`config.mk`:
```
export PLATFORM = sky130hd
export DESIGN_NAME = result_stage
export DESIGN_NICKNAME = d
export VERILOG_FILES = /design/src/logic/block_pkg.sv /design/src/logic/result_stage.sv
export SDC_FILE = /design/constraint.sdc
export NUM_CORES = 1
export LEC_CHECK = 0
export BUFFER_PORTS_ARGS = -buffer_cell sky130_fd_sc_hd__clkbuf_2
export CELL_PAD_IN_SITES_DETAIL_PLACEMENT = 1
export CELL_PAD_IN_SITES_GLOBAL_PLACEMENT = 2
export CORE_MARGIN = 2
export CORE_UTILIZATION = 24
export DETAILED_ROUTE_END_ITERATION = 10
export PLACE_DENSITY = 0.75
export SKIP_CTS_REPAIR_TIMING = 1
export SLEW_MARGIN = 25
export SYNTH_ARGS = -nofsm -noshare
export SYNTH_HDL_FRONTEND = slang
export SYNTH_SLANG_ARGS = --single-unit
```
`constraint.sdc`:
```
create_clock -name clk -period 1.95 [get_ports clk]
set_clock_uncertainty 0.05 [all_clocks]
set_input_delay 0.195 -clock clk [delete_from_list [all_inputs] [get_ports clk]]
set_output_delay 0.195 -clock clk [all_outputs]
set_load 0.03 [all_outputs]
```
`src/logic/block_pkg.sv`:
```
`default_nettype none

package block_pkg;

	// ------------------------------------------------------------------------
	// block store geometry
	// ------------------------------------------------------------------------
	localparam int N_BLOCKS   = 256;
	localparam int GAIN_SHIFT = 8;      // q8.8 gain

	typedef logic [7:0]  block_addr_t;  // block number or active count
	typedef logic [15:0] data_t;        // sample, gain, offset, result
	typedef logic [31:0] word_t;        // {offset, gain}
	typedef logic [33:0] acc_t;         // unsaturated sum

endpackage

`default_nettype wire

```
`src/logic/result_stage.sv`:
```
`timescale 1ns/1ns
`default_nettype none

module result_stage (
	input  wire logic                   clk,
	input  wire logic                   reset,

	input  wire logic                   raw_valid,
	input  wire block_pkg::block_addr_t raw_block,
	input  wire block_pkg::acc_t        raw_sum,

	output logic                        result_valid,
	output block_pkg::block_addr_t      result_block,
	output block_pkg::data_t            result_value
);

	logic             fits;
	block_pkg::data_t clamped;

	// in range when the bits above the 16-bit sign all match it
	assign fits    = (&raw_sum[33:15]) | ~(|raw_sum[33:15]);
	assign clamped = {raw_sum[33], {15{~raw_sum[33]}}};  // 8000 or 7fff

	always_ff @(posedge clk) begin
		if (reset)
			result_valid <= 1'b0;
		else
			result_valid <= raw_valid;
	end

	always_ff @(posedge clk) begin
		if (raw_valid) begin
			result_block <= raw_block;
			result_value <= fits ? raw_sum[15:0] : clamped;
		end
	end

endmodule

`default_nettype wire

```
[Word-level counts from Yosys, hierarchy flattened]
Cells that the tools add are included.
Word-level totals
  flip-flop bits (word level): 25
  bits in latches: 0
  RAM bits: 0
  bits in read-only memories: 0
  input bits: 45
  output and inout port bits: 25
  word-level logic and storage cells: 9
  memories kept: 0
Cells by class
  add/subtract/negate cells: 0
  multiply operators: 0
  div/mod/pow operators: 0
  $lt $le $gt $ge: 0
  equal/unequal tests: 0
  shifts and indexed selects: 0
  multiplexer cells: 1
  bitwise operators: 3
  reduce and logical (&&, ||, !) cells: 2
Operator list (count)
  AND reduction 19 bit: 1
  OR reduction 19 bit: 1
  two-way mux 16 bit: 1
  NOT 1 bit: 2
  bitwise OR 1 bit: 1

[Longest topological paths before layout]
  depth after elaboration: 4
  depth in mapped cells: 6
  depth with buffers taken out: 5

[Worst setup path before layout]
OpenSTA, ideal clock, no wires.
  path type: input -> register
  start point: input raw_sum[27]
  end point: register result_value[10], data pin
  setup time: 0.254 ns
  arrival: 1.204 ns
  required time: 1.646 ns
  slack: 0.442 ns
  cell stages on the path: 6
  path buffers: 1
  cell sequence: nor4_1 -> nand4_1 -> nor4_2 -> a311oi_2 -> buf_6 -> a21o_1
On the way
  cells in the longest elaborated chain, start to end: 4
  elaborated cells between the ends (all ways): 5
  classes of those cells: mux: 1; bitwise: 2; reduce/logical: 2
Ends and longest elaborated chain
  start: declaration: line result_stage.sv:10  | input wire block_pkg::acc_t raw_sum,
  OR reduction 19 bit: line result_stage.sv:21  | assign fits = (&raw_sum[33:15]) | ~(|raw_sum[33:15]);
  NOT 1 bit: line result_stage.sv:21
  bitwise OR 1 bit *: line result_stage.sv:21
  two-way mux 16 bit *: line result_stage.sv:34  | result_value <= fits ? raw_sum[15:0] : clamped;
  end signal: assignment: line result_stage.sv:34
  end: declaration: line result_stage.sv:14  | output block_pkg::data_t result_value
Mark *: on every way between the ends. The rest lies on a longest branch, timed or not.
A chain may end at the register's enable or synchronous reset.

[Final worst setup path]
  start point: input raw_sum[23]
  end point: register result_value[0], data pin
Same word-level chain as after synthesis.

==> run_results.csv <==
group,metric,value,unit
grt,grt_max_degree,26,
sta,tns,0,ns
cells_and_area,syn2layout_area_growth,42.8,%
sta,maxClockFrequency,662,MHz
power,cellPowerDensity,800,mW/mm2
grt,grt_use_total,10.1,%
cells_and_area,fillerInstances,459,
power,leakagePower,0.677,nW
routing,antenna_left,0,
sta,rsz0062_at_grt,"false",
cells_and_area,drive_gt1_share,63.6,%
clock_network,cts_tree,"built",
worst_setup_path,critPathMaxFanout,15,
sta,worstMarginPinSlew,0.702,ns
worst_setup_path,end_kind,"register",
worst_setup_path,startpoint_type,"input pin",
worst_hold_path,hp-start,"reset",
clock_network,cts_max_path_buffers,2,
yosys,synth_seq_cells,25,
placement,port_buffers,69,
power,vdd_ir_drop_max,228,uV
floorplan,fp.dieW,69.0,um
sta,timing.hold.ws,0.0240,ns
worst_setup_path,critPathTopFamily,"simple AND/OR/NAND/NOR gates",
routing,wl_per_cell,14.2,um
worst_setup_path,arrival,1.60,ns
routing,vias,789,
worst_setup_path,worstPathCellList,"clkbuf_2 > nor4_1 > nand4_1 > nor4_2 > a31o_2 > a21o_2",
sta,slew_headroom,53.2,%
clock_network,htree_levels,1,
floorplan,start_util,25.2,%
worst_setup_path,slowest_delay,0.36,ns
routing,drt_iter0_markers,22,
grt,antenna_found_initial,0,
clock_network,root_buffer,"clkbuf_8",
worst_setup_path,critPathBufInv,1,
sta,period_minus_slack,1.51,ns
floorplan,num_rows,23,
clock_network,clk_pin_slew,0.08,ns
cells_and_area,instances_no_fill,179,
grt,grt_pass1_vias,796,
cells_and_area,diodes,0,
routing,wl,2540,um
routing,dr.pass1.iters,4,
yosys,syn_nets,104,
grt,globalRouteOverflowTotal,0,
yosys,ys_warn_count,0,
worst_setup_path,timing_worst_setup_path_type,"in -> reg",
power,p_total,1.16,mW
sta,finalMaxSlewViolations,0,
worst_setup_path,critPathRequiredTime,2.04,ns
placement,hpwl,2010,um
yosys,synth-seq-area-share,73.0,%
grt,grt_pass1_wl,3830,um
clock_network,numCtsBuffers,3,
worst_setup_path,cp-startpoint,"raw_sum[23]",
cells_and_area,nNetsFinal,175,
yosys,syn-cell-area,0.00101,mm2
floorplan,fp.dieH,69.0,um
status,status,"completed",
worst_hold_path,worstHoldPathType,"in -> reg",
placement,gp_congestion,0.683,
floorplan,coreArea,0.00403,mm2
clock_network,cts.sinks,25,
worst_setup_path,slowest_stage,"a31o_2",
job,drv_cap,0,
routing,drc_errors,0,
sta,finalHoldViolCount,0,
routing,vias_per_cell,4.41,
yosys,yosys.cell_types.count,15,
floorplan,num_io_pins,70,
sta,fin_crit_sh,77.5,%
placement,dp.cells,175,
yosys,synth_cells,59,
sta,finalSetupViolCount,0,
yosys,avgSynthCellArea,17.2,um2
floorplan,dieArea,0.00476,mm2
-- flip-flops by register name, indices dropped and copies added, names as in the netlist --
signal	flops
result_value	16
result_valid	1
result_block	8
-- cell families (layout without fill, tap and decap cells) --
| family | after synthesis | in the layout | synth area share [%] |
|---|---|---|---|
| DFF | 25 | 25 | 73.0 |
| AOI/OAI and AO/OA | 17 | 17 | 14.1 |
| and+or+nand+nor | 14 | 14 | 9.99 |
| buffers and inverters | 3 | 73 | 2.96 |
-- synthesized netlist by cell type --
library cell  instances  area (um2)
edfxtp_1             24         721
a31o_2                1        8.76
buf_6                 1        11.3
nor4_2                3        37.5
clkbuf_1              1        3.75
nor2_1                2        7.51
buf_8                 1        15.0
dfxtp_1               1        20.0
a311oi_2              1        15.0
nor4_1                2        12.5
nand4_1               5        31.3
and3_1                1        6.26
nor2b_1               1        6.26
a21o_2                5        43.8
a21o_1               10        75.1
-- power breakdown --
part	internal, mW	total [mW]	switching, mW
Clock	0.146	0.304	0.158
Combinational	0.0715	0.210	0.139
Sequential	0.634	0.645	0.0111
Total	0.851	1.16	0.308
-- placed cells by master (no fill, tap or decap) --
| cell | Yosys | layout |
|---|---|---|
| a21o_2 | 5 | 5 |
| clkbuf_2 | 0 | 69 |
| nor4_2 | 3 | 3 |
| dfxtp_1 | 1 | 1 |
| nand4_1 | 5 | 5 |
| nor2b_1 | 1 | 1 |
| a311oi_4 | 0 | 1 |
| clkbuf_8 | 0 | 3 |
| nor4_1 | 2 | 2 |
| a21o_1 | 10 | 10 |
| edfxtp_1 | 24 | 24 |
| and3_1 | 1 | 1 |
| a31o_2 | 1 | 1 |
| nor2_1 | 2 | 2 |
| clkbuf_1 | 1 | 1 |
-- final cells by class --
type	instances	area [um2]	area share, %
well taps	50	62.6	4.32
repair buffers	69	345	23.8
clock buffers	4	45.0	3.11
multi-input cells	31	255	17.6
flip-flops and latches	25	741	51.1
-- per-layer routing --
layer  vias up  GRT usage, %  wire [um]
met5         -             0          0
met4         0          5.23         27
met3         2          1.90        197
met2        44          17.9       1310
met1       362          11.5       1000
li1        381             -          -
-- path summary, 6_finish.rpt --
| check | cells after the start | slack (ns) | end |
|---|---|---|---|
| setup / recovery | 6 | 0.44 | result_value[0] |
| hold / removal | 2 | 0.02 | result_valid |
-- per-stage QoR --
stage | area (um2) | setup WS, ns | util [%]
2_1_floorplan | 1010 | 0.442 | -
3_3_place_gp | 1390 | 0.201 | 34.6
3_5_place_dp | 1390 | 0.122 | 34.6
4_1_cts | 1440 | 0.418 | 35.7
5_1_grt | 1450 | 0.293 | 36.0
6_report | 1450 | 0.439 | 36.0
(Power assumes the default switching activity.)
