--- src/logic/block_pkg.sv ---
`default_nettype none

package block_pkg;

	// ------------------------------------------------------------------------
	// block store geometry
	// ------------------------------------------------------------------------
	localparam int N_BLOCKS   = 256;
	localparam int GAIN_SHIFT = 8;      // q8.8 gain

	typedef logic [7:0]  block_addr_t;  // block number or active count
	typedef logic [15:0] data_t;        // sample, gain, offset, result
	typedef logic [31:0] word_t;        // {offset, gain}
	typedef logic [33:0] acc_t;         // unsaturated sum

endpackage

`default_nettype wire

--- src/logic/block_sweep.sv ---
`timescale 1ns/1ns
`default_nettype none

module block_sweep (
	input  wire logic                   clk,
	input  wire logic                   reset,

	input  wire logic                   sample_valid,
	input  wire block_pkg::block_addr_t sample_block,
	input  wire block_pkg::data_t       sample_value,
	output logic                        sample_busy,

	input  wire block_pkg::block_addr_t n_active_blocks,

	output block_pkg::block_addr_t      read_addr,
	input  wire logic                   read_valid,
	input  wire block_pkg::data_t       register_0_out,
	input  wire block_pkg::data_t       register_1_out,

	output logic                        raw_valid,
	output block_pkg::block_addr_t      raw_block,
	output block_pkg::acc_t             raw_sum
);

	typedef enum logic {
		SW_IDLE,
		SW_WAIT
	} sweep_state_t;

	sweep_state_t           state;
	block_pkg::block_addr_t block_q;
	block_pkg::data_t       value_q;
	logic                   fetch_valid;  // read_valid in the fetch cycle

	logic signed [31:0]     product;
	logic signed [33:0]     scaled;
	logic signed [33:0]     offset_ext;
	logic signed [33:0]     passthru;

	assign sample_busy = (state == SW_WAIT);
	assign read_addr   = (state == SW_IDLE) ? sample_block : block_q;  // fetch on accept

	assign product    = $signed(value_q) * $signed(register_0_out);
	assign scaled     = product >>> block_pkg::GAIN_SHIFT;
	assign offset_ext = $signed(register_1_out);
	assign passthru   = $signed(value_q);

	always_ff @(posedge clk) begin
		raw_valid <= 1'b0;

		if (reset) begin
			state       <= SW_IDLE;
			fetch_valid <= 1'b0;
		end else begin
			case (state)
				SW_IDLE: begin
					if (sample_valid) begin
						block_q     <= sample_block;
						value_q     <= sample_value;
						fetch_valid <= read_valid;
						state       <= SW_WAIT;
					end
				end
				SW_WAIT: begin
					if (fetch_valid && read_valid) begin
						raw_valid <= 1'b1;
						raw_block <= block_q;
						if (block_q < n_active_blocks)
							raw_sum <= scaled + offset_ext;
						else
							raw_sum <= passthru;
						state <= SW_IDLE;
					end else begin
						fetch_valid <= read_valid;  // address still held, retry
					end
				end
				default: state <= SW_IDLE;
			endcase
		end
	end

endmodule

`default_nettype wire

--- config.mk ---
export PLATFORM = sky130hd
export DESIGN_NAME = block_sweep
export DESIGN_NICKNAME = d
export VERILOG_FILES = /design/src/logic/block_pkg.sv /design/src/logic/block_sweep.sv
export SDC_FILE = /design/constraint.sdc
export NUM_CORES = 1
export LEC_CHECK = 0
export BUFFER_PORTS_ARGS = -buffer_cell sky130_fd_sc_hd__clkbuf_2
export CAP_MARGIN = 20
export CORE_UTILIZATION = 40
export CTS_CLUSTER_SIZE = 20
export DETAILED_ROUTE_END_ITERATION = 8
export PLACE_DENSITY = 0.6
export RECOVER_POWER = 100
export SETUP_SLACK_MARGIN = 0.3
export SLEW_MARGIN = 5
export SYNTH_ARGS = -nofsm -noshare
export SYNTH_HDL_FRONTEND = slang
export SYNTH_SLANG_ARGS = --single-unit
--- constraint.sdc ---
create_clock -name clk -period 11.16 [get_ports clk]
set_input_delay 2.232 -clock clk [delete_from_list [all_inputs] [get_ports clk]]
set_output_delay 2.232 -clock clk [all_outputs]
set_load 0.03 [all_outputs]
# == Yosys cells after proc, flatten, opt, wreduce, memory -nomap -nowiden ==
# Index checks and enable logic that the tools add are counted.
# classes
add_sub_neg,1
multipliers,1
magnitude_cmp,1
eq_ne,2
muxes,9
bitwise_logic,2
reduce_logical,5
# ops
operator,count
$mux W34,1
$mul A16 B16 Y32,1
$add A24 B16 Y25,1
$lt A8 B8 Y1,1
$mux W8,1
$reduce_and A3 Y1,2
$mux W1,5
$ne A2 B2 Y1 const B,2
$pmux W1 S2,2
$not A1 Y1,2
$reduce_and A2 Y1,1
$reduce_or A2 Y1,1
$logic_and A1 B1 Y1,1
# totals
register_bits,69
in_bits,68
out_inout_bits,52

# == Longest topological paths before layout ==
# logic_depth
word_depth,3
mapped_depth,31
ltp_nobuf,30

# == Least setup slack after synthesis ==
# OpenSTA, ideal clock, no wires.
# synth_timing
kind,input port to flip-flop
from,in register_0_out[7]
to,"reg raw_sum[22], data pin"
arrival_ns,8.890
t_required_ns,10.900
setup_slack_ns,2.010
stages,31
n_path_buf,1
cell_sequence,clkbuf_1 > nand2_1 > fa_1 > inv_1 > fa_1 > inv_1 > fa_1 > inv_1 > fa_1 > fa_1 > inv_1 > fa_1 > inv_1 > ha_1 > a21oi_1 > o21ai_1 > nor2b_1 > a2bb2oi_4 > and2_1 > o21a_1 > nor2_1 > xnor2_1 > ha_1 > a21o_1 > a21o_1 > a21oi_1 > o21ai_0 > nand3b_1 > a31oi_1 > xnor2_1 > mux2_2
# synth_between
elab_chain_len,3
# synth_lines
item,line_no,rtl
from (decl),block_sweep.sv:17,"input wire block_pkg::data_t register_0_out,"
$mul A16 B16 Y32,block_sweep.sv:43,assign product = $signed(value_q) * $signed(register_0_out);
$add A24 B16 Y25,block_sweep.sv:69,raw_sum <= scaled + offset_ext;
$mux W34,block_sweep.sv:68,if (block_q < n_active_blocks)
to (signal assigned),block_sweep.sv:69,
to (signal assigned),block_sweep.sv:71,raw_sum <= passthru;
to (decl),block_sweep.sv:22,output block_pkg::acc_t raw_sum
# Every way passes these cells.
# A chain may end at the register's enable or synchronous reset.

# == Final worst setup path ==
# layout_timing
from,in register_0_out[1]
to,"reg raw_sum[20], data pin"
# The elaborated chain is that of the path after synthesis.

==> impl_metrics.csv <==
group,metric,value,unit
worst_setup_path,max_stage_delay,0.65,ns
synthesis,syn_area,0.0131,sq mm
clock_tree,clock_path_buffers,2,
sta,finalHoldViolCount,0,
die,io-pin-count,120,
synthesis,synth_top_flop_cell,"edfxtp_1",
synthesis,synthCells,1318,
grt,grt_start_max_net_pins,34,
sta,slew_headroom,-85.4,%
drt,drt_iter0_markers,487,
worst_setup_path,end_kind,"flip-flop",
worst_setup_path,cp.required,11.25,ns
drt,drc,0,
clock_tree,cts_made_buffers,9,
run_status,run_status,"finished with violations",
worst_setup_path,crit_path_start_kind,"primary input",
sta,min_period_over_period,89.9,%
synthesis,synth-xor-area-share,3.35,%
die,die_area,0.0334,sq mm
drt,wirelength,29800,um
cells_and_area,areaGrowthSynthToFinish,8.50,%
cells_and_area,drive_gt1_share,7.81,%
place,portBuffers,119,
die,start_util,41.0,%
grt,grt_pass1_vias,9706,
cells_and_area,final_nets,1846,
synthesis,yosys_register_bits,60,
synthesis,async_flop_share,0,%
synthesis,synth_top_family_by_area,"adder cells",
synthesis,synth_fa_ha_area_share,50.9,%
sta,slew_violations,34,
sta,fmax,99.7,MHz
clock_tree,hold_buffers,0,
flow_run,maxCapViolCount,1,
drt,final_antenna_net_count,0,
synthesis,yosysWarnings,0,
synthesis,synth_area_leaders,"fa_1, edfxtp_1, ha_1",
sta,rsz0062_at_grt,"false",
grt,overflow,0,
synthesis,synth_most_common_cell,"inv_1",
drt,dr.pass1.iters,5,
place,gp_congestion,0.827,
synthesis,synth_nets,1761,
sta,fin_setup_tns,0,ns
cells_and_area,fin_cells,1843,
clock_tree,clock-root-buffer,"clkbuf_16",
sta,period_minus_slack,10.03,ns
drt,detail_route.wl_per_cell,16.2,um
drt,vias_per_cell,4.89,
sta,skew,0.00711,ns
sta,whs,0.473,ns
place,dp_hpwl,24900,um
die,die_y,183,um
synthesis,synth_top_cell_by_area,"fa_1",
sta,worstMarginPinSlew,2.77,ns
worst_setup_path,critical_path_class,"in -> reg",
clock_tree,post_cts.repair.setup_buffers,0,
worst_setup_path,crit_fanout,16,
synthesis,synth_cell_types,53,
grt,antenna_found_initial,0,
cells_and_area,diodes,0,
worst_setup_path,cp.arrival,10.12,ns
worst_setup_path,r2r_setup_slack,2.69,ns
die,coreArea,0.0319,sq mm
clock_tree,cts.clk_slew.worst_paths,0.05,ns
run_status,violations,"max-capacitance violations, max-slew violations",
synthesis,synth_top_area_share,40.1,%
worst_setup_path,critPathMostFrequentCell,"fa_1",
worst_setup_path,crit_path_top_delay_cell,"a211oi_1",
clock_tree,cts_tree,"yes",
die,rows,65,
place,dp.cells,1827,
drt,vias,9010,
clock_tree,clk_latency,0.33,ns
grt,grt_usage,19.1,%
clock_tree,cts_resized,0,
clock_tree,cts.sinks,60,
die,die_w,183,um
clock_tree,cts-htree-levels,3,
synthesis,ys_seq_area_share,13.5,%
grt,grt_pass1_wl,50100,um
synthesis,synth_edf_count,57,
synthesis,synth_commonest_cells,"inv_1, fa_1, nand2_1, and2_1, ha_1",
synthesis,synth_compound_area_share,6.11,%
sta,setup_violations,0,
synthesis,avgSynthCellArea,9.93,sq um
hold_path,worstHoldPathType,"reg -> reg",
synthesis,yosys.area_share.simple,13.1,%
synthesis,synth_mux_area_share,2.67,%
==> final timing paths <==
| check | depth (start not counted) | startpoint | to |
|---|---|---|---|
| setup / recovery | 29 | register_0_out[1] | raw_sum[20]$_DFFE_PP_ |
| hold / removal | 2 | fetch_valid$_SDFFE_PP0P_ | fetch_valid$_SDFFE_PP0P_ |
| setup reg to reg | 30 | value_q[7]$_DFFE_PP_ | raw_sum[20]$_DFFE_PP_ |
| hold reg to reg | 2 | fetch_valid$_SDFFE_PP0P_ | fetch_valid$_SDFFE_PP0P_ |
==> cells in the final DEF (no fill, tap or decap), types with 2 or more instances in the layout <==
cell       Yosys  final
nand2b_1       8      8
o21ai_0        8     12
ha_1         113    113
a21o_1        22     22
xnor2_1       39     39
o211ai_1       2      2
mux2_2        31     29
edfxtp_1      57     57
a211oi_1       5      6
and3_1         3      3
fa_1         262    262
nand2_1      134    134
a21oi_1       25     25
nor2_1        37     37
or2_2          3      3
xor2_1        11     11
mux2_1         0      2
and2_1       120    118
a31oi_1        9      9
and2_0         0      2
dfxtp_1        3      3
clkinv_2       0      2
clkbuf_2       0     55
nand3_1        7      7
nor2b_1        6      6
o21ai_1        9      5
inv_1        302    302
nand4_1        7      7
or3_1          3      3
nor3_1         9      9
o21bai_1       5      5
a21oi_2        2      2
clkinv_1       0      2
clkbuf_16      0      9
clkbuf_1      33     66
o21a_1         7      7
a211oi_2       3      2
==> critical path, delay by kind of cell <==
kind,cells,cell delay [ns]
and+or+nand+nor,4,0.71
adders and majority gates,8,3.35
AOI/OAI and AO/OA,10,2.56
buffers and inverters,4,0.75
xor gates and xnor gates,2,0.23
muxes,1,0.26
==> flip-flops by register name, indices dropped and copies added (netlist names) <==
register,cells
raw_sum,25
value_q,16
block_q,8
raw_block,8
fetch_valid,1
raw_valid,1
sample_busy,1
==> logic make-up (layout without fill, tap and decap cells) <==
family,Yosys count,after routing
xor+xnor,50,50
simple gates,343,343
mux,31,31
fa+ha+maj,375,375
flops,60,60
compound gates,110,110
buf+inv,349,439
==> metal layers <==
layer / global-route usage, % / routed length (um) / vias up
li1: - / - / 4199
met1: 25.1 / 13100 / 4620
met2: 34.2 / 15300 / 155
met3: 2.68 / 1060 / 36
met4: 2.80 / 371 / 0
met5: 0 / 0 / -
==> per-stage QoR <==
stage / setup WS, ns / utilization (%) / area (sq um)
4_1_cts: 1.53 / 44.9 / 14300
3_5_place_dp: 1.23 / 44.0 / 14000
5_1_grt: 0.596 / 44.5 / 14200
2_1_floorplan: 2.01 / - / 13100
3_3_place_gp: 1.30 / 44.0 / 14000
6_report: 1.13 / 44.5 / 14200
==> cell type report <==
type,count,area (sq um)
clock inverters,6,55.1
multi-input cells,909,9940
well taps,435,544
flip-flops and latches,60,1770
clock buffers,10,229
fillers,3188,17700
repair buffers,121,527
inverters,302,1130
Power is not shown: default switching activity piles up to over one toggle a cycle in this logic, so the estimate is an artifact.
