===== src/logic/block_pkg.sv =====
`default_nettype none

package block_pkg;

	// ------------------------------------------------------------------------
	// block store geometry
	// ------------------------------------------------------------------------
	localparam int N_BLOCKS   = 256;
	localparam int GAIN_SHIFT = 8;      // q8.8 gain

	typedef logic [7:0]  block_addr_t;  // block number or active count
	typedef logic [15:0] data_t;        // sample, gain, offset, result
	typedef logic [31:0] word_t;        // {offset, gain}
	typedef logic [33:0] acc_t;         // unsaturated sum

endpackage

`default_nettype wire


===== src/logic/cmd_pkg.sv =====
`default_nettype none

package cmd_pkg;

	localparam int CMD_OP_W = 2;

	typedef enum logic [CMD_OP_W - 1 : 0] {
		OP_SET_GAIN   = 2'd0,  // low half
		OP_SET_OFFSET = 2'd1,  // high half
		OP_SET_ACTIVE = 2'd2,
		OP_SYNC       = 2'd3
	} cmd_op_t;

endpackage

`default_nettype wire


===== src/logic/cmd_decode.sv =====
`timescale 1ns/1ns
`default_nettype none

module cmd_decode (
	input  wire logic                   clk,
	input  wire logic                   reset,

	input  wire logic                   cmd_valid,
	input  wire cmd_pkg::cmd_op_t       cmd_op,
	input  wire block_pkg::block_addr_t cmd_addr,
	input  wire block_pkg::data_t       cmd_data,

	input  wire logic                   syncing,

	output logic                        write_enable,
	output logic                        write_select,
	output block_pkg::block_addr_t      write_addr,
	output block_pkg::data_t            write_value,

	output logic                        sync,
	output block_pkg::block_addr_t      n_active_blocks,
	output logic                        sync_done
);

	logic syncing_q;

	// ------------------------------------------------------------------------
	// opcode decode
	// ------------------------------------------------------------------------
	always_ff @(posedge clk) begin
		write_enable <= 1'b0;
		sync         <= 1'b0;

		if (reset) begin
			n_active_blocks <= '0;
		end else if (cmd_valid) begin
			case (cmd_op)
				cmd_pkg::OP_SET_GAIN,
				cmd_pkg::OP_SET_OFFSET: write_enable <= 1'b1;
				cmd_pkg::OP_SET_ACTIVE: begin
					if (cmd_data >= block_pkg::N_BLOCKS)
						n_active_blocks <= block_pkg::block_addr_t'(block_pkg::N_BLOCKS - 1);
					else
						n_active_blocks <= cmd_data[7:0];
				end
				cmd_pkg::OP_SYNC:       sync <= 1'b1;
				default:                ;
			endcase
		end
	end

	always_ff @(posedge clk) begin
		if (cmd_valid) begin
			write_select <= (cmd_op == cmd_pkg::OP_SET_OFFSET);  // 1 = high half
			write_addr   <= cmd_addr;
			write_value  <= cmd_data;
		end
	end

	// end of sync, one cycle after the fall
	always_ff @(posedge clk) begin
		if (reset) begin
			syncing_q <= 1'b0;
			sync_done <= 1'b0;
		end else begin
			syncing_q <= syncing;
			sync_done <= syncing_q & ~syncing;
		end
	end

endmodule

`default_nettype wire


===== config.mk =====
export PLATFORM = sky130hd
export DESIGN_NAME = cmd_decode
export DESIGN_NICKNAME = d
export VERILOG_FILES = /design/src/logic/block_pkg.sv /design/src/logic/cmd_pkg.sv /design/src/logic/cmd_decode.sv
export SDC_FILE = /design/constraint.sdc
export NUM_CORES = 1
export LEC_CHECK = 0
export ABC_AREA = 1
export ABC_CLOCK_PERIOD_IN_PS = 800
export BUFFER_PORTS_ARGS = -buffer_cell sky130_fd_sc_hd__buf_2
export CAP_MARGIN = 20
export CORE_MARGIN = 2
export CORE_UTILIZATION = 43
export CTS_CLUSTER_DIAMETER = 80
export DETAILED_ROUTE_END_ITERATION = 8
export PLACE_DENSITY_LB_ADDON = 0.1
export SYNTH_ARGS = -nofsm -noshare
export SYNTH_HDL_FRONTEND = slang
export SYNTH_SLANG_ARGS = --single-unit
export TNS_END_PERCENT = 50

===== constraint.sdc =====
create_clock -name clk -period 0.8 [get_ports clk]
set_input_delay 0.08 -clock clk [delete_from_list [all_inputs] [get_ports clk]]
set_output_delay 0.08 -clock clk [all_outputs]
set_load 0.03 [all_outputs]

After elaboration in Yosys (flattened, before gate mapping)
Index checks and enable logic that the tools add are counted.
{"block": "word_totals", "word_cells": 22, "regBits": 37, "output_inout_bits": 36}
{"block": "op_classes", "n_eq_ne": 3, "reduce_logical": 4, "mux": 3, "n_lt_le_gt_ge": 1, "n_bitwise": 3}
{"op": "16-bit by 9-bit greater-or-equal comparator with 1-bit output (second input constant)", "count": 1}
{"op": "8-bit 2-to-1 mux", "count": 1}
{"op": "2-bit == test (second input constant)", "count": 2}
{"op": "2-bit OR reduction", "count": 2}
{"op": "2-bit by 1-bit == test with 1-bit output (second input constant)", "count": 1}
{"op": "2-bit logical NOT", "count": 1}
{"op": "1-bit 2-to-1 mux", "count": 2}
{"op": "1-bit NOT", "count": 2}
{"op": "2-bit AND reduction", "count": 1}
{"op": "1-bit AND", "count": 1}

Logic depth before layout (Yosys ltp)
Gate-level depths: netlist of run 1.
{"block": "depth", "word_depth": 3, "mapped_depth": 6, "ltp_nobuf": 5}

Least setup slack after synthesis of run 1
Ideal clock, no wire load.
{"block": "synth_path", "kind": "reg-to-reg", "start": "register n_active_blocks[5] (netlist name)", "end": "register n_active_blocks[5]", "setup_slack_ps": -28, "arrival_ps": 762, "setup_time_ps": 66, "path_stages_with_launch": 5, "synth_period_minus_slack_ps": 828, "cell_sequence": "dfxtp_1 inv_1 nand2_2 nand2_1 a21oi_2"}
{"element": "end signal: assignment", "line": "cmd_decode.sv:42", "text": "n_active_blocks <= block_pkg::block_addr_t'(block_pkg::N_BLOCKS - 1);"}
{"element": "end signal: assignment", "line": "cmd_decode.sv:44", "text": "n_active_blocks <= cmd_data[7:0];"}
{"element": "end: declaration", "line": "cmd_decode.sv:21", "text": "output block_pkg::block_addr_t n_active_blocks,"}

Worst setup path in the final report of run 1
{"block": "layout_path", "start": "register write_value[12]", "end": "output write_value[12]"}
{"element": "start: declaration", "line": "cmd_decode.sv:18", "text": "output block_pkg::data_t write_value,"}
{"element": "start signal: assignment", "line": "cmd_decode.sv:56", "text": "write_value <= cmd_data;"}
No word-level cell between the ends.

==> metrics.yaml, run 1 <==
cp.required_ns: 0.72
min_period_over_period_pct: 127.0
finalHoldViolCount: 0
synth-edff-count: 25
ys_ff_latch: 37
fin_crit_ns: 1.016
rsz0062_at_grt: "yes"
path_buf_inv: 1
instances_no_fill: 232
finalPower_uw: 4031
violations: "setup timing"
gp_congestion: 0.7407
fin_worst_skew_ns: 0.00004791
num_rows: 19
antenna_found_initial: 0
core_mm2: 0.002781
final_nets: 230
ys_types: 12
drive_gt1_share_pct: 45.27
drt_iter0_drc: 22
critPathCaptureType: "output pin"
critPathTopFamily: "flip-flops"
slew_viol_final: 0
worstSetupPathType: "register to output pin"
setup_violations: 36
cts_sinks: 37
intPower_uw: 2935
ys_seq_area_share_pct: 78.49
syn_inst: 97
synth_nets: 127
diodes: 0
yosysMostFrequentCell: "edfxtp_1"
worst-r2r-setup-slack_ns: 0.12
p_sw_uw: 1096
status: "complete, but fails checks"
max_stage_delay_ns: 0.42
ff2ff_path_depth: 4
die_w_um: 58.19
clkPwrFrac_pct: 22.8
drtPass1Iterations: 4
grt_pass1_wl_um: 5023
worstReg2RegEnd: "n_active_blocks[7]$_SDFFE_PP0P_"
design.portCount: 66
start_util_pct: 45.39
hpwlAfterDp_um: 1842
track_usage_pct: 20.85
timing.fmax_mhz: 984.4
netlist_area_mm2: 0.001262
synth_top_flop_cell: "edfxtp_1"
path_clk_slew_ns: 0.12
place_inst: 196
grt_overflow: 0
ys_warn_count: 0
cap_violations: 0
clk_latency_ns: 0.33
grt_max_degree: 17
crit_path_start_kind: "register"
yosysTopAreaCell: "edfxtp_1"
die_area_mm2: 0.003385
cts-buffers-inserted: 5
port_buffers: 65
hold_path_depth: 2
path_max_fanout: 1
die_h_um: 58.19
vias_per_cell: 4.573
seq_power_share_pct: 56.0
crit_chain: "buf_6"
cp.arrival_ns: 0.94
cts_tree: "built"
ys_top_cells_by_area: "edfxtp_1 59%, dfxtp_1 19%, nand2_1 5.6%, nor2_1 5.1%, inv_1 3.0%"
hold_path_class: "input port to register"
routedWlPerCell_um: 13.76
powerDensity_mw_per_mm2: 1821
synth_area_per_cell_um2: 13.02
grt_pass1_vias: 1120
async_flop_share_pct: 0
vias: 1061
worstHoldStart: "cmd_op[1]"
fin_area_mm2: 0.002213
slew_headroom_pct: 83.46
placed_area_mm2: 0.001650
p_comb_share_pct: 21.2
place_ws_ns: -0.05217
worst_slack_ns: -0.2158
hold_path_end: "write_select$_DFFE_PP_"
timing.rr.start: "n_active_blocks[7]$_SDFFE_PP0P_"
critical-path-slowest-cell: "edfxtp_1"
cts-root-buf: "clkbuf_4"
area_delta_synth_final_pct: 75.32
postRouteAntennaNets: 0
tns_ns: -5.281
worstMarginPinSlew_ns: 0.2465
wirelength_um: 3193
clk_path_buf_depth: 2
cellLeakagePower_uw: 0.0009894
peakVddDrop_mv: 2.006
htree_levels: 2
drc: 0
synth_common_cells: "25 x edfxtp_1, 19 x nand2_1, 17 x nor2_1"
p_sw_share_pct: 27.18
synth_top_area_share_pct: 59.46
==> power groups by stage <==
stage	registers (uW)	logic, uW	clock network [uW]
2_1_floorplan	2530	78.8	0
3_3_place_gp	2260	588	0
3_5_place_dp	2260	596	0
4_1_cts	2250	842	937
5_1_grt	2270	902	1030
6_report	2260	853	921
==> worst max-delay path by stage <==
stage               slack, ns  cells past startpoint                              end                       startpoint
finish                  -0.22                      1                  write_value[12]        write_value[12]$_DFFE_PP_
global route            -0.27                      1                  write_value[12]        write_value[12]$_DFFE_PP_
CTS                     -0.21                      1                   write_value[2]         write_value[2]$_DFFE_PP_
detailed placement      -0.05                      6  n_active_blocks[7]$_SDFFE_PP0P_                        cmd_op[0]
global placement        -0.02                      6  n_active_blocks[1]$_SDFFE_PP0P_                     cmd_data[12]
floorplan              -0.006                      4  n_active_blocks[2]$_SDFFE_PP0P_  n_active_blocks[2]$_SDFFE_PP0P_
==> state kept, by name, summed over array words and instances, names as in the netlist <==
signal	count
write_value	16
sync_done	1
write_enable	1
write_select	1
syncing_q	1
sync	1
n_active_blocks	8
write_addr	8
==> layout by cell type (no fill, tap or decap) <==
cell type,count
edfxtp_1,25
inv_1,10
buf_6,36
nor2_2,1
clkbuf_4,5
dfxtp_1,1
nand2_2,2
buf_2,29
nand3_4,1
nand2_1,19
buf_4,4
dlygate4sd3_1,28
a21oi_1,6
a21oi_2,2
clkbuf_1,2
dfxtp_2,11
nor2_1,17
clkinv_1,2
==> repair_timing <==
item | in CTS | in global routing
endpoints found under the setup margin | 36 | 36
hold buffers | 28 | 0
buffers inserted | 0 | 0
endpoints found under the hold margin | 28 | 0
resized for setup | 77 | 3
==> per-layer routing <==
metal | global-route usage [%] | vias up | part of all wire (%)
met1 | 21.09 | 490 | 37
met2 | 38.96 | 43 | 56
met3 | 7.813 | 4 | 5.9
met4 | 6.977 | 0 | 1.3
met5 | 0 | - | 0
li1 | - | 524 | -
==> kinds of logic after synthesis <==
kind of cell	after synthesis	synth area share, %
buf+inv	12	4.163
simple gates	40	13.58
compound gates	8	3.766
flops	37	78.49
==> stage by stage <==
stage	hold slack, ns	util (%)
after floorplan	0.1515	-
after detailed placement	0.2583	59.33
final	0.06078	79.58
after global placement	0.2576	59.33
after CTS	0.06201	79.35
after global routing	0.05781	79.58
==> cell type report <==
class | instances | area, um^2
Clock buffer | 7 | 45.04
Multi-Input combinational cell | 48 | 219.0
Timing Repair Buffer | 97 | 860.8
Fill cell | 174 | 568.0
Inverter | 11 | 41.29
Clock inverter | 1 | 3.754
Tap cell | 31 | 38.79
Sequential cell | 37 | 1005
No activity file was read; power rests on OpenSTA's default activity.
==> inputs of run 2 (changes only) <==
--- a/config.mk
+++ b/config.mk
@@ -17,4 +17,4 @@
 export SYNTH_ARGS = -nofsm -noshare
 export SYNTH_HDL_FRONTEND = slang
 export SYNTH_SLANG_ARGS = --single-unit
-export TNS_END_PERCENT = 50
+export TNS_END_PERCENT = 5
==> run 2 against run 1 <==
Compared with the run above: the run still ends with setup timing left; setup slack better by 0.015 ns; utilization up 0.54 points; final area up 0.68%; via count up 1.9%; total power up 1.9%; critical endpoint is now write_value[0]; largest cell class unchanged.
==> metrics.yaml, run 2 (synthesized netlist as in run 1, its figures left out) <==
worstMarginPinSlew_ns: 0.2671  # +0.02058 ns
cp.arrival_ns: 0.92  # -0.02 ns
layout_commonest_cell: "buf_6"
timing.rr.start: "n_active_blocks[3]$_SDFFE_PP0P_"
hpwlAfterDp_um: 1817  # -1.3%
finalPower_uw: 4107  # +1.9%
routedWlPerCell_um: 13.74  # -0.13%
worstReg2RegEnd: "n_active_blocks[3]$_SDFFE_PP0P_"
port_buffers: 65  # unchanged
start_util_pct: 45.39  # unchanged
path_max_fanout: 1  # unchanged
track_usage_pct: 21.21  # +0.37 points
cp-endpoint: "write_value[0]"
p_sw_uw: 1078  # -1.6%
hold_ws_ns: 0.01852  # -0.04227 ns
critical-path-slowest-cell: "edfxtp_1"
fin_util_pct: 80.12  # +0.54 points
rsz0062_at_grt: "yes"
postRouteAntennaNets: 0  # unchanged
ff2ff_path_depth: 4  # unchanged
cts-root-buf: "clkbuf_4"
die_w_um: 58.19  # unchanged
fillers: 172  # -1.1%
worstSetupPathType: "register to output pin"
drive_gt1_share_pct: 45.50  # +0.23 points
cap_violations: 0  # unchanged
clk_latency_ns: 0.33  # about the same
clk_path_buf_depth: 2  # unchanged
cp.required_ns: 0.72  # about the same
num_rows: 19  # unchanged
peakVddDrop_mv: 1.614  # -20%
largest_register_ffs: 16  # unchanged
grt_pass1_wl_um: 5030  # +0.14%
top_register: "write_value"
violations: "setup timing"
cts-buffers-inserted: 5  # unchanged
p_sw_share_pct: 26.26  # -0.92 points
design.portCount: 66  # unchanged
die_area_mm2: 0.003385  # unchanged
grt_max_degree: 17  # unchanged
powerDensity_mw_per_mm2: 1843  # +1.2%
drc: 0  # unchanged
finalHoldViolCount: 0  # unchanged
fin_worst_skew_ns: 0.0002432  # +0.0001953 ns
fin_crit_ns: 1.001  # -0.01503 ns
vias: 1081  # +1.9%
core_mm2: 0.002781  # unchanged
htree_levels: 2  # unchanged
final_nets: 229  # -0.43%
critPathTopFamily: "flip-flops"
grt_overflow: 0  # unchanged
final-seq-area_mm2: 0.001005  # unchanged
tns_ns: -4.969  # +0.3120 ns
min_period_over_period_pct: 125.1  # -1.9 points
status: "complete, but fails checks"
crit_chain: "buf_6"
drtPass1Iterations: 4  # unchanged
reg_top3: "write_value (16), n_active_blocks (8), write_addr (8)"
area_delta_synth_final_pct: 76.51
drt_iter0_drc: 28  # +27%
hold_path_class: "input port to register"
clkPwrFrac_pct: 24.3  # +1.5 points
path_buf_inv: 1  # unchanged
diodes: 0  # unchanged
cts_tree: "built"
die_h_um: 58.19  # unchanged
timing.fmax_mhz: 999.2  # +1.5%
setup_violations: 36  # unchanged
crit_path_start_kind: "register"
cellLeakagePower_uw: 0.0009929  # +0.35%
antenna_found_initial: 0  # unchanged
worst-r2r-setup-slack_ns: 0.11  # about the same
seq_power_share_pct: 55.0  # -1.0 points
intPower_uw: 3028  # +3.2%
slew_viol_final: 0  # unchanged
worst_slack_ns: -0.2008  # +0.01503 ns
gp_congestion: 0.6596  # -11%
final_cell_mix: "36 x buf_6, 29 x buf_2, 28 x dlygate4sd3_1, 25 x edfxtp_1, 19 x nand2_1"
slew_headroom_pct: 82.08  # -1.4 points
critPathCaptureType: "output pin"
cp.depth: 1  # unchanged
crit_path_start: "write_value[0]$_DFFE_PP_"
cts_sinks: 37  # unchanged
p_comb_share_pct: 20.7  # -0.5 points
max_stage_delay_ns: 0.43  # about the same
grt_pass1_vias: 1084  # -3.2%
place_ws_ns: -0.05792  # -0.005758 ns
vias_per_cell: 4.680  # +2.3%
path_clk_slew_ns: 0.10  # -0.02 ns
wirelength_um: 3175  # -0.56%
multi_input_area_um2: 219.0  # unchanged
run 2: worst min-delay path by stage:
stage	from	endpoint	slack, ns	cells past startpoint
floorplan	reset	sync_done$_SDFF_PP0_	0.15	1
global placement	cmd_addr[5]	write_addr[5]$_DFFE_PP_	0.26	1
detailed placement	cmd_addr[0]	write_addr[0]$_DFFE_PP_	0.26	1
CTS	cmd_op[1]	sync$_SDFF_PP0_	0.00001	3
global route	cmd_op[1]	sync$_SDFF_PP0_	0.003	3
finish	cmd_op[1]	sync$_SDFF_PP0_	0.02	3
run 2: final cells by class:
class	instances	area share [%]
timing repair buffer	96	38.85
tap	31	1.741
multi-input combinational	48	9.826
clock buffer	8	2.639
inverter	11	1.853
sequential	37	45.09
run 2: metrics by stage:
stage | instances | cell area (um^2)
CTS | 231 | 2228
finish | 231 | 2228
global route | 231 | 2228
floorplan | 97 | 1264
detailed placement | 195 | 1652
global placement | 195 | 1652
run 2: routing by layer:
metal / track usage, % / up-vias / share of wire [%]
met5: 0 / - / 0
met4: 7.973 / 0 / 1.1
met3: 7.143 / 4 / 6.8
met2: 40.91 / 47 / 58
met1: 20.47 / 509 / 34
li1: - / 521 / -
run 2: repair_timing:
action,in CTS,in global routing
gates resized for setup,82,0
buffers inserted,0,0
endpoints found under the setup margin,36,36
hold buffers,28,0
endpoints found under the hold margin,28,0
run 2: power groups by stage:
stage          clock [uW]  combinational (uW)  sequential [uW]
4_1_cts              1030                 843             2250
2_1_floorplan           0                78.8             2530
5_1_grt              1120                 901             2270
3_5_place_dp            0                 592             2260
3_3_place_gp            0                 583             2260
6_report              999                 851             2260
==> inputs of run 3 (changes only) <==
==> constraint.sdc (replaced) <==
create_clock -name clk -period 0.8 [get_ports clk]
set_input_delay 0.24 -clock clk [delete_from_list [all_inputs] [get_ports clk]]
set_output_delay 0.24 -clock clk [all_outputs]
set_load 0.03 [all_outputs]
==> run 3 against run 2 <==
Compared with the run above: the run still ends with setup timing left; maximum frequency shrank 11%; clock skew is essentially flat; non-clock buffer count shrank 26; total power shrank 5.5%; global-route usage shrank 6.0 points; combinational power shrank 13%; clock-buffer cell count shrank 2; setup slack lost 0.13 ns; worst hold slack gained 0.063 ns; largest power group unchanged; highest routed layer unchanged.
==> metrics.yaml, run 3 (synthesized netlist as in run 1, its figures left out) <==
status: "complete, but fails checks"
violations: "setup timing"
core_mm2: 0.002781  # unchanged
met2_length_um: 1312  # -29%
slew_headroom_pct: 81.96  # -0.13 points
clk_latency_ns: 0.32  # about the same
top_layer: "met4"
min_period_over_period_pct: 140.9  # +16 points
worstSetupPathType: "register to output pin"
vias: 939  # -13%
peakVddDrop_mv: 1.780  # +10%
cts-buffers-inserted: 5  # unchanged
gp_congestion: 0.7097  # +7.6%
timing.fmax_mhz: 887.2  # -11%
final-seq-area_mm2: 0.001005  # unchanged
drtPass1Iterations: 4  # unchanged
postCtsSetupRepairBufs: 0  # unchanged
grt_pass1_wl_um: 3726  # -26%
intPower_uw: 2844  # -6.1%
largest_register_ffs: 16  # unchanged
powerDensity_mw_per_mm2: 1994  # +8.2%
place_ws_ns: -0.2228  # -0.1649 ns
tns_ns: -10.29  # -5.317 ns
cts_sinks: 37  # unchanged
cp.arrival_ns: 0.89  # -0.03 ns
drc: 0  # unchanged
die_h_um: 58.19  # unchanged
postRouteAntennaNets: 0  # unchanged
multi_input_area_um2: 229.0  # +4.6%
start_util_pct: 45.39  # unchanged
clkPwrFrac_pct: 23.0  # -1.3 points
routedWlPerCell_um: 12.10  # -12%
max_stage_delay_ns: 0.41  # -0.02 ns
die_area_mm2: 0.003385  # unchanged
crit_path_start_kind: "register"
drive_gt1_share_pct: 55.75  # +10 points
p_comb_share_pct: 19.1  # -1.6 points
track_usage_pct: 15.24  # -6.0 points
area_delta_synth_final_pct: 54.21
wl_met3_um: 233  # +8.4%
grt_overflow: 0  # unchanged
worstMarginPinSlew_ns: 0.2690  # +0.001870 ns
diodes: 0  # unchanged
crit_chain: "buf_6"
fin_worst_skew_ns: 0.00005076  # -0.0001925 ns
critPathCaptureType: "output pin"
cp.required_ns: 0.56  # -0.16 ns
hpwlAfterDp_um: 1679  # -7.6%
final_nets: 203  # -11%
rsz0062_at_grt: "yes"
htree_levels: 2  # unchanged
clk_path_buf_depth: 2  # unchanged
num_rows: 19  # unchanged
worst_slack_ns: -0.3272  # -0.1264 ns
final_cell_mix: "35 x buf_6, 30 x buf_2, 25 x edfxtp_1, 19 x nand2_1, 15 x nor2_1"
p_sw_share_pct: 26.74  # +0.48 points
critPathTopFamily: "flip-flops"
setup_violations: 36  # unchanged
wl_met1_um: 900  # -17%
fin_crit_ns: 1.127  # +0.1264 ns
top_register: "write_value"
grt_pass1_vias: 898  # -17%
hold_path_class: "input port to register"
cap_violations: 0  # unchanged
critical-path-slowest-cell: "edfxtp_1"
vias_per_cell: 4.580  # -2.1%
design.portCount: 66  # unchanged
seq_power_share_pct: 57.9  # +2.9 points
reg_top3: "write_value (16), n_active_blocks (8), write_addr (8)"
port_buffers: 65  # unchanged
p_sw_uw: 1038  # -3.7%
layout_commonest_cell: "buf_6"
path_clk_slew_ns: 0.10  # about the same
drt_iter0_drc: 11  # -61%
grt_max_degree: 17  # unchanged
wirelength_um: 2480  # -22%
die_w_um: 58.19  # unchanged
cts_tree: "built"
path_buf_inv: 1  # unchanged
cts-root-buf: "clkbuf_4"
path_max_fanout: 1  # unchanged
cellLeakagePower_uw: 0.0008782  # -12%
fillers: 203  # +18%
antenna_found_initial: 0  # unchanged
finalHoldViolCount: 0  # unchanged
slew_viol_final: 0  # unchanged
-- run 3: changes by cell type in the layout (fill, tap and decap cells not counted), sizes merged --
cell         change
dlygate4sd3     -28
clkbuf           -2
buf              +2
clkinv           +2
-- run 3: final cells by class --
| cell class | instances | share of cell area, % |
|---|---|---|
| Clock buffer | 6 | 2.121 |
| Clock inverter | 2 | 0.5141 |
| Inverter | 11 | 2.121 |
| Multi-Input combinational cell | 48 | 11.76 |
| Sequential cell | 37 | 51.61 |
| Tap cell | 31 | 1.992 |
| Timing Repair Buffer | 70 | 29.88 |
-- run 3: final timing paths --
| path | startpoint | end | slack [ns] | cells after the start |
|---|---|---|---|---|
| worst max register to register | n_active_blocks[3]$_SDFFE_PP0P_ | n_active_blocks[3]$_SDFFE_PP0P_ | 0.10 | 4 |
| worst min-delay path | cmd_addr[5] | write_addr[5]$_DFFE_PP_ | 0.08 | 1 |
| worst min register to register | syncing_q$_SDFF_PP0_ | sync_done$_SDFF_PP0_ | 0.42 | 2 |
| worst max-delay path | write_value[12]$_DFFE_PP_ | write_value[12] | -0.33 | 1 |
-- run 3: metrics by stage --
step,hold slack [ns],area (um^2),total power [uW],utilization (%),instances
3_3_place_gp,0.4079,1664,2850,59.83,197
4_1_cts,0.06106,1947,3942,70.00,205
5_1_grt,0.06040,1947,4042,70.00,205
2_1_floorplan,0.3115,1274,2612,-,97
6_report,0.08110,1947,3882,70.00,205
3_5_place_dp,0.4099,1664,2859,59.83,197
-- run 3: what timing repair did --
item / 4_1_cts / 5_1_grt
gates resized for setup: 80 / 0
hold buffers: 0 / 0
pin swaps: 0 / 0
endpoints found under the setup margin: 36 / 36
-- run 3: power by group through the flow --
stage                     registers, uW  logic [uW]  clock network [uW]
after detailed placement           2250         605                   0
after global routing               2260         788                 993
after floorplan                    2530        81.2                   0
after global placement             2250         597                   0
final                              2250         740                 893
after CTS                          2250         747                 946
-- run 3: routing by layer --
metal  vias up  GRT usage (%)
li1        472              -
met1       422          15.34
met2        41          26.30
met3         4          6.250
met4         0          8.970
met5         -              0
